===== src/hw/pdh_defines.svh =====
`ifndef PDH_DEFINES_SVH
`define PDH_DEFINES_SVH

// Bus and word widths
`define PDH_ADC_WIDTH     14
`define PDH_DAC_WIDTH     14
`define PDH_GPIO_WIDTH    32
`define PDH_SAMPLE_WIDTH  16

// Command word layout
`define PDH_STROBE_BIT    30
`define PDH_CMD_MSB       29
`define PDH_CMD_LSB       26
`define PDH_DATA_MSB      25

// Signal path constants
`define PDH_ADC_OFFSET    8192
`define PDH_DAC_MIDSCALE  14'h2000
`define PDH_UNITY_COEFF   16'h7FFF
`define PDH_ROT_SHIFT     15

`endif


===== src/hw/pdh_pkg.sv =====
`default_nettype none

`include "pdh_defines.svh"

package pdh_pkg;

    // Host command codes
    typedef enum logic [`PDH_CMD_MSB-`PDH_CMD_LSB:0] {
        CMD_IDLE              = 4'd0,
        CMD_SET_LED           = 4'd1,
        CMD_SET_DAC           = 4'd2,
        CMD_GET_ADC           = 4'd3,
        CMD_CHECK_SIGNED      = 4'd4,
        CMD_SET_ROT_COEFFS    = 4'd5,
        CMD_COMMIT_ROT_COEFFS = 4'd6
    } cmd_t;

    typedef logic [`PDH_GPIO_WIDTH-1:0] gpio_word_t;

    typedef logic [`PDH_ADC_WIDTH-1:0] adc_word_t;

    // Also used for the rotation coefficients
    typedef logic signed [`PDH_SAMPLE_WIDTH-1:0] sample_t;

    typedef logic [`PDH_DAC_WIDTH-1:0] dac_code_t;

    typedef logic [7:0] led_t;

    typedef logic dac_ch_t;  // 0 selects channel 1

endpackage

`default_nettype wire


===== src/hw/pdh_cmd_capture.sv =====
`timescale 1ns/1ps
`default_nettype none

`include "pdh_defines.svh"

module pdh_cmd_capture
    import pdh_pkg::*;
(
    input  logic                   clk,
    input  logic                   rst_i,
    input  gpio_word_t             axi_from_ps_i,
    output cmd_t                   cmd_o,
    output logic [`PDH_DATA_MSB:0] data_o
);

    logic [1:0] strobe_sync_r;   // Two-flop synchroniser
    logic       strobe_prev_r;
    logic       strobe_rise_r;
    gpio_word_t word_r;

    always_ff @(posedge clk or posedge rst_i) begin
        if (rst_i) begin
            strobe_sync_r <= 2'b00;
            strobe_prev_r <= 1'b0;
            strobe_rise_r <= 1'b0;
            word_r        <= '0;
        end else begin
            strobe_sync_r <= {strobe_sync_r[0], axi_from_ps_i[`PDH_STROBE_BIT]};
            strobe_prev_r <= strobe_sync_r[1];
            strobe_rise_r <= strobe_sync_r[1] & ~strobe_prev_r;
            if (strobe_rise_r) begin
                word_r <= axi_from_ps_i;  // Host holds the word stable around the strobe
            end
        end
    end

    // Undefined codes pass through, the decoder ignores them
    assign cmd_o  = cmd_t'(word_r[`PDH_CMD_MSB:`PDH_CMD_LSB]);
    assign data_o = word_r[`PDH_DATA_MSB:0];

endmodule

`default_nettype wire


===== src/hw/pdh_ctrl_regs.sv =====
`timescale 1ns/1ps
`default_nettype none

`include "pdh_defines.svh"

module pdh_ctrl_regs
    import pdh_pkg::*;
(
    input  logic                   clk,
    input  logic                   rst_i,
    input  cmd_t                   cmd_i,
    input  logic [`PDH_DATA_MSB:0] data_i,
    input  adc_word_t              adc_a_raw_i,
    input  adc_word_t              adc_b_raw_i,
    input  sample_t                a_i,
    input  sample_t                b_i,
    input  sample_t                i_i,
    input  sample_t                q_i,
    input  dac_code_t              dac1_i,
    input  dac_code_t              dac2_i,
    output led_t                   led_o,
    output sample_t                rot_cos_o,
    output sample_t                rot_sin_o,
    output logic                   dac_we_o,
    output dac_ch_t                dac_ch_o,
    output dac_code_t              dac_val_o,
    output gpio_word_t             axi_to_ps_o
);

    led_t       led_r, led_next;
    sample_t    cos_r, cos_next;          // Staged pair
    sample_t    sin_r, sin_next;
    sample_t    rot_cos_r, rot_cos_next;  // Committed pair
    sample_t    rot_sin_r, rot_sin_next;
    gpio_word_t rb_r, rb_next;
    sample_t    check_val;

    ////////////////////////////////////////////////////////////////////////////
    // CHECK_SIGNED value select

    always_comb begin
        case (data_i[4:0])
            5'd0:    check_val = a_i;
            5'd1:    check_val = b_i;
            5'd2:    check_val = cos_r;
            5'd3:    check_val = sin_r;
            5'd4:    check_val = rot_cos_r;
            5'd5:    check_val = rot_sin_r;
            5'd6:    check_val = i_i;
            5'd7:    check_val = q_i;
            default: check_val = '0;
        endcase
    end

    ////////////////////////////////////////////////////////////////////////////
    // Command decode

    always_comb begin
        led_next     = led_r;
        cos_next     = cos_r;
        sin_next     = sin_r;
        rot_cos_next = rot_cos_r;
        rot_sin_next = rot_sin_r;
        rb_next      = '0;  // IDLE and unknown codes
        case (cmd_i)
            CMD_SET_LED: begin
                led_next = data_i[7:0];
                rb_next  = {CMD_SET_LED, 20'd0, led_next};
            end
            CMD_SET_DAC: begin
                rb_next = {CMD_SET_DAC, dac1_i, dac2_i};
            end
            CMD_GET_ADC: begin
                rb_next = {CMD_GET_ADC, adc_b_raw_i, adc_a_raw_i};
            end
            CMD_CHECK_SIGNED: begin
                rb_next = {CMD_CHECK_SIGNED, 7'd0, data_i[4:0], check_val};
            end
            CMD_SET_ROT_COEFFS: begin
                if (data_i[16]) begin
                    sin_next = data_i[15:0];
                end else begin
                    cos_next = data_i[15:0];
                end
                rb_next = {CMD_SET_ROT_COEFFS, sin_next[15:2], cos_next[15:2]};
            end
            CMD_COMMIT_ROT_COEFFS: begin
                rot_cos_next = cos_r;
                rot_sin_next = sin_r;
                rb_next      = {CMD_COMMIT_ROT_COEFFS, q_i[15:2], i_i[15:2]};
            end
            default: begin
            end
        endcase
    end

    always_ff @(posedge clk or posedge rst_i) begin
        if (rst_i) begin
            led_r     <= '0;
            cos_r     <= `PDH_UNITY_COEFF;
            sin_r     <= '0;
            rot_cos_r <= `PDH_UNITY_COEFF;
            rot_sin_r <= '0;
            rb_r      <= '0;
        end else begin
            led_r     <= led_next;
            cos_r     <= cos_next;
            sin_r     <= sin_next;
            rot_cos_r <= rot_cos_next;
            rot_sin_r <= rot_sin_next;
            rb_r      <= rb_next;
        end
    end

    // Write request stays up as long as SET_DAC is latched
    assign dac_we_o  = (cmd_i == CMD_SET_DAC);
    assign dac_ch_o  = data_i[14];
    assign dac_val_o = data_i[13:0];

    assign led_o       = led_r;
    assign rot_cos_o   = rot_cos_r;
    assign rot_sin_o   = rot_sin_r;
    assign axi_to_ps_o = rb_r;

endmodule

`default_nettype wire


===== src/hw/pdh_adc_frontend.sv =====
`timescale 1ns/1ps
`default_nettype none

`include "pdh_defines.svh"

module pdh_adc_frontend
    import pdh_pkg::*;
(
    input  logic      clk,
    input  logic      rst_i,
    input  adc_word_t adc_dat_a_i,
    input  adc_word_t adc_dat_b_i,
    output sample_t   a_o,
    output sample_t   b_o
);

    // Mid-scale minus raw code, inverts the front-end polarity
    function automatic sample_t remove_offset(input adc_word_t raw);
        sample_t wide;
        wide = sample_t'({{(`PDH_SAMPLE_WIDTH-`PDH_ADC_WIDTH){1'b0}}, raw});
        return sample_t'(`PDH_ADC_OFFSET) - wide;
    endfunction

    always_ff @(posedge clk or posedge rst_i) begin
        if (rst_i) begin
            a_o <= '0;
            b_o <= '0;
        end else begin
            a_o <= remove_offset(adc_dat_a_i);
            b_o <= remove_offset(adc_dat_b_i);
        end
    end

endmodule

`default_nettype wire


===== src/hw/pdh_iq_rotator.sv =====
`timescale 1ns/1ps
`default_nettype none

`include "pdh_defines.svh"

module pdh_iq_rotator
    import pdh_pkg::*;
(
    input  logic    clk,
    input  logic    rst_i,
    input  sample_t a_i,
    input  sample_t b_i,
    input  sample_t cos_i,
    input  sample_t sin_i,
    output sample_t i_o,
    output sample_t q_o
);

    logic signed [2*`PDH_SAMPLE_WIDTH-1:0] i_full;
    logic signed [2*`PDH_SAMPLE_WIDTH-1:0] q_full;

    always_comb begin
        i_full = cos_i * a_i - sin_i * b_i;
        q_full = sin_i * a_i + cos_i * b_i;
    end

    ////////////////////////////////////////////////////////////////////////////
    // Q1.15 coefficients, drop the fraction and keep the low word

    always_ff @(posedge clk or posedge rst_i) begin
        if (rst_i) begin
            i_o <= '0;
            q_o <= '0;
        end else begin
            i_o <= sample_t'(i_full >>> `PDH_ROT_SHIFT);
            q_o <= sample_t'(q_full >>> `PDH_ROT_SHIFT);
        end
    end

endmodule

`default_nettype wire


===== src/hw/pdh_dac_mux.sv =====
`timescale 1ns/1ps
`default_nettype none

`include "pdh_defines.svh"

module pdh_dac_mux
    import pdh_pkg::*;
(
    input  logic      clk,
    input  logic      rst_i,
    input  logic      dac_we_i,
    input  dac_ch_t   dac_ch_i,
    input  dac_code_t dac_val_i,
    output dac_code_t dac1_o,
    output dac_code_t dac2_o,
    output dac_code_t dac_dat_o,
    output logic      dac_sel_o,
    output logic      dac_rst_o
);

    dac_code_t dac1_r;
    dac_code_t dac2_r;
    logic      sel_r;
    logic      dac_rst_r;

    always_ff @(posedge clk or posedge rst_i) begin
        if (rst_i) begin
            dac1_r <= `PDH_DAC_MIDSCALE;
            dac2_r <= `PDH_DAC_MIDSCALE;
            sel_r  <= 1'b0;
        end else begin
            sel_r <= ~sel_r;  // Interleave the two channels
            if (dac_we_i) begin
                if (dac_ch_i) begin
                    dac2_r <= dac_val_i;
                end else begin
                    dac1_r <= dac_val_i;
                end
            end
        end
    end

    // Held for one clock past reset release
    always_ff @(posedge clk or posedge rst_i) begin
        if (rst_i) begin
            dac_rst_r <= 1'b1;
        end else begin
            dac_rst_r <= 1'b0;
        end
    end

    assign dac_dat_o = sel_r ? dac2_r : dac1_r;
    assign dac_sel_o = sel_r;
    assign dac_rst_o = dac_rst_r;
    assign dac1_o    = dac1_r;
    assign dac2_o    = dac2_r;

endmodule

`default_nettype wire


===== src/hw/pdh_core.sv =====
`timescale 1ns/1ps
`default_nettype none

`include "pdh_defines.svh"

module pdh_core
    import pdh_pkg::*;
(
    input  logic       clk,
    input  logic       rst_i,
    input  adc_word_t  adc_dat_a_i,
    input  adc_word_t  adc_dat_b_i,
    input  gpio_word_t axi_from_ps_i,
    output gpio_word_t axi_to_ps_o,
    output led_t       led_o,
    output dac_code_t  dac_dat_o,
    output logic       dac_sel_o,
    output logic       dac_rst_o
);

    cmd_t                   cmd_w;
    logic [`PDH_DATA_MSB:0] data_w;
    sample_t                a_w, b_w;
    sample_t                i_w, q_w;
    sample_t                rot_cos_w, rot_sin_w;
    logic                   dac_we_w;
    dac_ch_t                dac_ch_w;
    dac_code_t              dac_val_w;
    dac_code_t              dac1_w, dac2_w;

    ////////////////////////////////////////////////////////////////////////////
    // Host command path

    pdh_cmd_capture i_cmd_capture (
        .clk           (clk),
        .rst_i         (rst_i),
        .axi_from_ps_i (axi_from_ps_i),
        .cmd_o         (cmd_w),
        .data_o        (data_w)
    );

    pdh_ctrl_regs i_ctrl_regs (
        .clk         (clk),
        .rst_i       (rst_i),
        .cmd_i       (cmd_w),
        .data_i      (data_w),
        .adc_a_raw_i (adc_dat_a_i),
        .adc_b_raw_i (adc_dat_b_i),
        .a_i         (a_w),
        .b_i         (b_w),
        .i_i         (i_w),
        .q_i         (q_w),
        .dac1_i      (dac1_w),
        .dac2_i      (dac2_w),
        .led_o       (led_o),
        .rot_cos_o   (rot_cos_w),
        .rot_sin_o   (rot_sin_w),
        .dac_we_o    (dac_we_w),
        .dac_ch_o    (dac_ch_w),
        .dac_val_o   (dac_val_w),
        .axi_to_ps_o (axi_to_ps_o)
    );

    ////////////////////////////////////////////////////////////////////////////
    // Signal path

    pdh_adc_frontend i_adc_frontend (
        .clk         (clk),
        .rst_i       (rst_i),
        .adc_dat_a_i (adc_dat_a_i),
        .adc_dat_b_i (adc_dat_b_i),
        .a_o         (a_w),
        .b_o         (b_w)
    );

    pdh_iq_rotator i_iq_rotator (
        .clk   (clk),
        .rst_i (rst_i),
        .a_i   (a_w),
        .b_i   (b_w),
        .cos_i (rot_cos_w),
        .sin_i (rot_sin_w),
        .i_o   (i_w),
        .q_o   (q_w)
    );

    pdh_dac_mux i_dac_mux (
        .clk       (clk),
        .rst_i     (rst_i),
        .dac_we_i  (dac_we_w),
        .dac_ch_i  (dac_ch_w),
        .dac_val_i (dac_val_w),
        .dac1_o    (dac1_w),
        .dac2_o    (dac2_w),
        .dac_dat_o (dac_dat_o),
        .dac_sel_o (dac_sel_o),
        .dac_rst_o (dac_rst_o)
    );

endmodule

`default_nettype wire


===== config.mk =====
export PLATFORM = sky130hd
export DESIGN_NAME = pdh_core
export DESIGN_NICKNAME = d
export VERILOG_FILES = /design/src/hw/pdh_pkg.sv /design/src/hw/pdh_cmd_capture.sv /design/src/hw/pdh_ctrl_regs.sv /design/src/hw/pdh_adc_frontend.sv /design/src/hw/pdh_iq_rotator.sv /design/src/hw/pdh_dac_mux.sv /design/src/hw/pdh_core.sv
export VERILOG_INCLUDE_DIRS = /design/src /design/src/hw
export SDC_FILE = /design/constraint.sdc
export NUM_CORES = 2
export LEC_CHECK = 0
export BUFFER_PORTS_ARGS = -buffer_cell sky130_fd_sc_hd__clkbuf_2
export CELL_PAD_IN_SITES_DETAIL_PLACEMENT = 1
export CELL_PAD_IN_SITES_GLOBAL_PLACEMENT = 2
export CORE_MARGIN = 4
export CORE_UTILIZATION = 30
export CTS_CLUSTER_DIAMETER = 50
export DETAILED_ROUTE_END_ITERATION = 7
export PLACE_DENSITY_LB_ADDON = 0.1
export SYNTH_ARGS = -nofsm -noshare
export SYNTH_HDL_FRONTEND = slang
export SYNTH_SLANG_ARGS = --single-unit

===== constraint.sdc =====
create_clock -name clk -period 9.2 [get_ports clk]
set_input_delay 2.76 -clock clk [delete_from_list [all_inputs] [get_ports clk]]
set_output_delay 2.76 -clock clk [all_outputs]
set_load 0.005 [all_outputs]

# == Yosys cells after proc, flatten, opt, wreduce, memory -nomap -nowiden ==
# Index checks and enable logic that the tools add are counted.
# word_totals
ff_bits,229
output_inout_bits,56
inputBits,62
wordCells,56
# op_classes
eq_ne,13
n_mux,5
add_sub_neg,4
n_reduce_logical,5
multipliers,4
n_bitwise,5
# op_table
operator,count
$pmux W31 S6,1
$pmux W16 S8,1
$mul A16 B15 Y31,4
$mux W16,2
$add A31 B31 Y31,1
$sub A31 B31 Y31,1
$sub A14 B14 Y15 const A,2
$eq A5 B3 Y1 const B,4
$mux W14,1
$eq A4 B3 Y1 const B,3
$eq A5 B2 Y1 const B,2
$eq A4 B2 Y1 const B,2
$reduce_and A2 Y1,4
$eq A5 B1 Y1 const B,1
$logic_not A5 Y1,1
$eq A4 B1 Y1 const B,1
$not A1 Y1,4
$and A1 B1 Y1,1

# == Longest topological paths before layout ==
# depth
ltp_word,3
ltp_mapped,27
ltp_nobuf,25

# == Modules after synthesis ==
# Synthesis repeated with hierarchy kept, for this count alone.
# hier_totals
cells_unflattened,4909
area_unflattened_um2,48962.0
# modules_own_cells
mod,cells_each,area_each_um2,instances,seq_area_each_um2
pdh_iq_rotator,4154,38968.6,1,800.8
pdh_ctrl_regs,501,5965.7,1,2615.0
pdh_dac_mux,83,1397.6,1,754.5
pdh_cmd_capture,69,1345.0,1,850.8
pdh_adc_frontend,102,1285.0,1,750.7

# == Worst setup path after synthesis ==
# OpenSTA, ideal clock, no wires.
# synth_path
path_type,reg-to-reg
from,register i_adc_frontend.b_o[0]
to,register i_iq_rotator.q_o[15]
setup_slack_ns,1.958
arrival_time_ns,7.162
stages_incl_launch_ff,25
synth_period_minus_slack_ns,7.242
t_required_ns,9.120
setup_ns,0.080
n_path_buf,1
cell_sequence,dfrtp_1 > clkbuf_1 > nand2_1 > fa_1 > inv_1 > fa_1 > inv_1 > fa_1 > inv_1 > fa_1 > fa_1 > fa_1 > fa_1 > inv_1 > fa_1 > inv_1 > ha_1 > a21o_1 > a21o_1 > a21oi_1 > o21ai_0 > a2111oi_4 > nor3_1 > a211oi_2 > xnor2_1
# synth_via
elab_chain_cells,2
# synth_lines
element,line_no,source
"start, declared",pdh_adc_frontend.sv:14,output sample_t b_o
"start signal, assigned",pdh_adc_frontend.sv:30,b_o <= remove_offset(adc_dat_b_i);
$mul A16 B15 Y31,pdh_iq_rotator.sv:24,q_full = sin_i * a_i + cos_i * b_i;
$add A31 B31 Y31,pdh_iq_rotator.sv:24,
net i_iq_rotator.q_full[30],pdh_iq_rotator.sv:20,logic signed [2*`PDH_SAMPLE_WIDTH-1:0] q_full;
"end signal, assigned",pdh_iq_rotator.sv:36,q_o <= sample_t'(q_full >>> `PDH_ROT_SHIFT);
"end, declared",pdh_iq_rotator.sv:16,output sample_t q_o
# The timed path passes the listed nets, and every way through them passes these cells.
# A chain may end at the register's enable or synchronous reset.

# == Final worst setup path ==
# layout_path
from,register i_adc_frontend.a_o[9]
to,register i_iq_rotator.q_o[14]
# layout_via
elab_chain_cells,2
# layout_lines
element,line_no,source
"start, declared",pdh_adc_frontend.sv:13,"output sample_t a_o,"
"start signal, assigned",pdh_adc_frontend.sv:29,a_o <= remove_offset(adc_dat_a_i);
$mul A16 B15 Y31,pdh_iq_rotator.sv:24,
$add A31 B31 Y31,pdh_iq_rotator.sv:24,
net i_iq_rotator.q_full[29],pdh_iq_rotator.sv:20,
# The timed path passes the listed nets, and every way through them passes these cells.

==> summary.txt <==
Run status
  – Status: completed

Detailed routing
  – First-pass detailed-route iteration total: 7
  – Final WL: 153 mm
  – Routed vias/inst: 4.54
  – WL/cell: around 23 um
  – Via count: 30328
  – Initial DRC count: around 1400
  – Routed Antenna Nets: 0
  – Remaining DRCs: 0

Worst setup path
  – Worst path required time: 9.66 ns
  – CP Max Fanout: 18
  – Critical path endpoint category: flip-flop
  – Worst Path Arrival: 9.03 ns
  – Crit path kind: flip-flop to flip-flop
  – Worst reg-to-reg setup slack: slightly above 0.6 ns
  – Startpoint class of the critical path: flip-flop

Die
  – Die H: roughly 400 um
  – Core area: 150000 um^2
  – Die ar.: 157000 um^2
  – Starting density of the core: a little under a third
  – Rows: 142
  – Chip width: ~400 um
  – IO Pins: approximately 120

GRT
  – Grt ovf: 0
  – Global-route wire length before repair: between 200 and 250 mm
  – Largest net degree at the start of global routing: 93
  – Vias in the first global route: between 30000 and 40000
  – Initial antenna violation count: 6
  – Total track usage: about a fifth

Placement
  – Port buffer count: between 100 and 150
  – Gpl congestion: between 0.7 and 0.8
  – Post-DP HPWL: about 130 mm
  – Cell Area, Placed: between 40000 and 50000 um^2
  – Post-Place Cells: approximately 6600

Timing
  – Fin. Hold Viols: 0
  – Final slew viol count: 0
  – Final min period: ~8.6 ns
  – Fin Clk Skew: between 0.02 and 0.03 ns
  – Setup violations, final: 0
  – RSZ-0062 raised after global routing: no
  – Max-Slew Margin vs Limit: about a fifth
  – Slew @ Worst Pin: ~1.2 ns
  – Maximum clock rate: 117 MHz
  – Fin crit share: about 93%
  – Final setup TNS: 0 ns

Layout
  – Fillers: 17098
  – Fin area: 49700 um^2
  – P&R area growth vs syn: 9.61%
  – Most frequent cells in the layout: 1177 x inv_1, 1056 x fa_1, 506 x nand2_1, 423 x and2_1, 263 x ha_1
  – Most common cell after layout, fill and taps aside: inv_1
  – Layout cells sized above 1: between 10% and 20%
  – Post-route non-filler standard cell count: 6679
  – NumNets Final: between 6000 and 7000

Flow run
  – Max Cap Viol: 0

Logic synthesis
  – Simple-gate portion of the synthesized area: 12.3%
  – Synth unique cells: 67
  – Number of flops mapped to enable cells by yosys: 0
  – Prevailing post-synth register cell: dfrtp_1
  – #FFs+latches synth: 220
  – Post-Syn Instances: around 4600
  – Adder-cell share of the synthesized area: a little over half
  – Post-synthesis cell area: between 40000 and 50000 um^2
  – Warnings, synthesis: 0
  – Asr flop ratio synth: 100%
  – Largest family of logic cells by synthesized area: adder cells
  – Post-synthesis sequential area ratio: ~12%
  – Synth Area in Compound Gates: ~3.6%
  – Syn_area_per_cell: between 9 and 10 um^2
  – Multiplexer share of the synthesized area: between 4 and 5%
  – Post-synthesis xor/xnor area fraction: 1.82%

Hold path
  – HP Class: flip-flop to flip-flop

Clocking
  – TritonCTS buffer count: 24
  – Clk sinks: 220
  – CTS tree: yes
  – # hold bufs at CTS: 0
  – Post-CTS Resized: 0
  – CTS Buffer Depth: 3
  – Worst skew pair latency: about 0.56 ns
  – H-tree lvl count: 1
  – Root Buffer: clkbuf_16
  – CTS clk-pin slew, worst paths: ~0.070 ns
  – Post-CTS Setup Inserts: 0
## metrics by stage
stage | setup WS [ns] | hold WS, ns | util [%]
6_report | 0.621 | 0.356 | 33.1
3_3_place_gp | 0.713 | 0.349 | 32.6
3_5_place_dp | 0.612 | 0.342 | 32.6
4_1_cts | 0.594 | 0.365 | 33.1
2_1_floorplan | 0.474 | 0.331 | -
5_1_grt | 0.202 | 0.379 | 33.1
## final cells by class
class | count | area [um^2] | area share (%)
multi-input cells | 2950 | 34500 | 69.5
clock inverters | 11 | 146 | 0.295
inverters | 1178 | 4430 | 8.91
diodes | 3 | 7.51 | 0.0151
flip-flops and latches | 220 | 5560 | 11.2
repair buffers | 268 | 1820 | 3.67
well taps | 2016 | 2520 | 5.08
clock buffers | 33 | 696 | 1.40
## logic make-up after synthesis
kind of cell	count (synthesis)
mux	184
xor+xnor	94
simple gates	1127
compound gates	224
fa+ha+maj	1319
buf+inv	1408
other cells	1
flops	220
## state kept, by name, indices dropped and copies added, names as in the netlist
signal and flops:
i_ctrl_regs.axi_to_ps_o 31, i_cmd_capture.word_r 21, i_ctrl_regs.cos_r 16, i_ctrl_regs.rot_cos_o 16
i_ctrl_regs.rot_sin_o 16, i_ctrl_regs.sin_r 16, i_iq_rotator.i_o 16, i_iq_rotator.q_o 16
i_adc_frontend.a_o 15, i_adc_frontend.b_o 15, i_dac_mux.dac1_o 14, i_dac_mux.dac2_o 14
i_ctrl_regs.led_o 8, i_cmd_capture.strobe_sync_r 2, i_cmd_capture.strobe_prev_r 1, i_cmd_capture.strobe_rise_r 1
i_dac_mux.dac_rst_o 1, i_dac_mux.dac_sel_o 1
## synthesized netlist by cell type (23+ instances only)
master    instances  share of area, %
nand2b_1         27              0.37
a21oi_1          27              0.30
dfrtp_1         187                10
xor2_1           23              0.44
ha_1            263               7.3
dfstp_2          33               1.9
mux2i_1          46               1.0
clkbuf_1        213               1.8
o21ai_0          34              0.38
nand2_1         506               4.2
a22oi_1          40              0.66
and2_1          423               5.8
inv_1          1178               9.8
nor2_1           87              0.72
mux2_2          138               3.4
xnor2_1          71               1.4
fa_1           1056                47
## worst paths after layout
| kind | startpoint | end | depth (start not counted) |
|---|---|---|---|
| hold / removal | i_cmd_capture.strobe_sync_r[0] | i_cmd_capture.strobe_sync_r[1] | 0 |
| setup / recovery | i_adc_frontend.a_o[9] | i_iq_rotator.q_o[14] | 23 |
| min in group asynchronous | rst_i | i_dac_mux.dac1_o[11] | 2 |
| max in group asynchronous | rst_i | i_adc_frontend.b_o[9] | 3 |
| hold reg to reg | i_cmd_capture.strobe_sync_r[0] | i_cmd_capture.strobe_sync_r[1] | 0 |
| setup reg to reg | i_adc_frontend.a_o[9] | i_iq_rotator.q_o[14] | 23 |
## layer usage
layer  routed length, um  part of all wire [%]  GRT usage (%)  vias up
li1                    -                     -              -    13520
met1               69700                    45           28.1    16383
met2               76800                    50           35.2      322
met3                3240                   2.1           1.07      101
met4                3630                   2.4           4.07        2
met5                  11                0.0072              0        -
## critical path, cell delays in order, from the launching register on
cell and delay (ns):
dfrtp_1 1.11, buf_4 0.45, and2_1 0.21, fa_1 0.42, fa_1 0.51, inv_1 0.06, fa_1 0.50, fa_1 0.52
inv_1 0.05, fa_1 0.56, fa_1 0.44, fa_1 0.51, inv_1 0.05, fa_1 0.48, inv_1 0.05, ha_1 0.32
and4_4 0.23, and3_4 0.18, a32oi_2 0.37, o221ai_2 0.35, a2111oi_4 0.57, o31ai_1 0.18, a21oi_1 0.20, xnor2_1 0.14
Power is not shown: default switching activity piles up to over one toggle a cycle in this logic, so the estimate is an artifact.
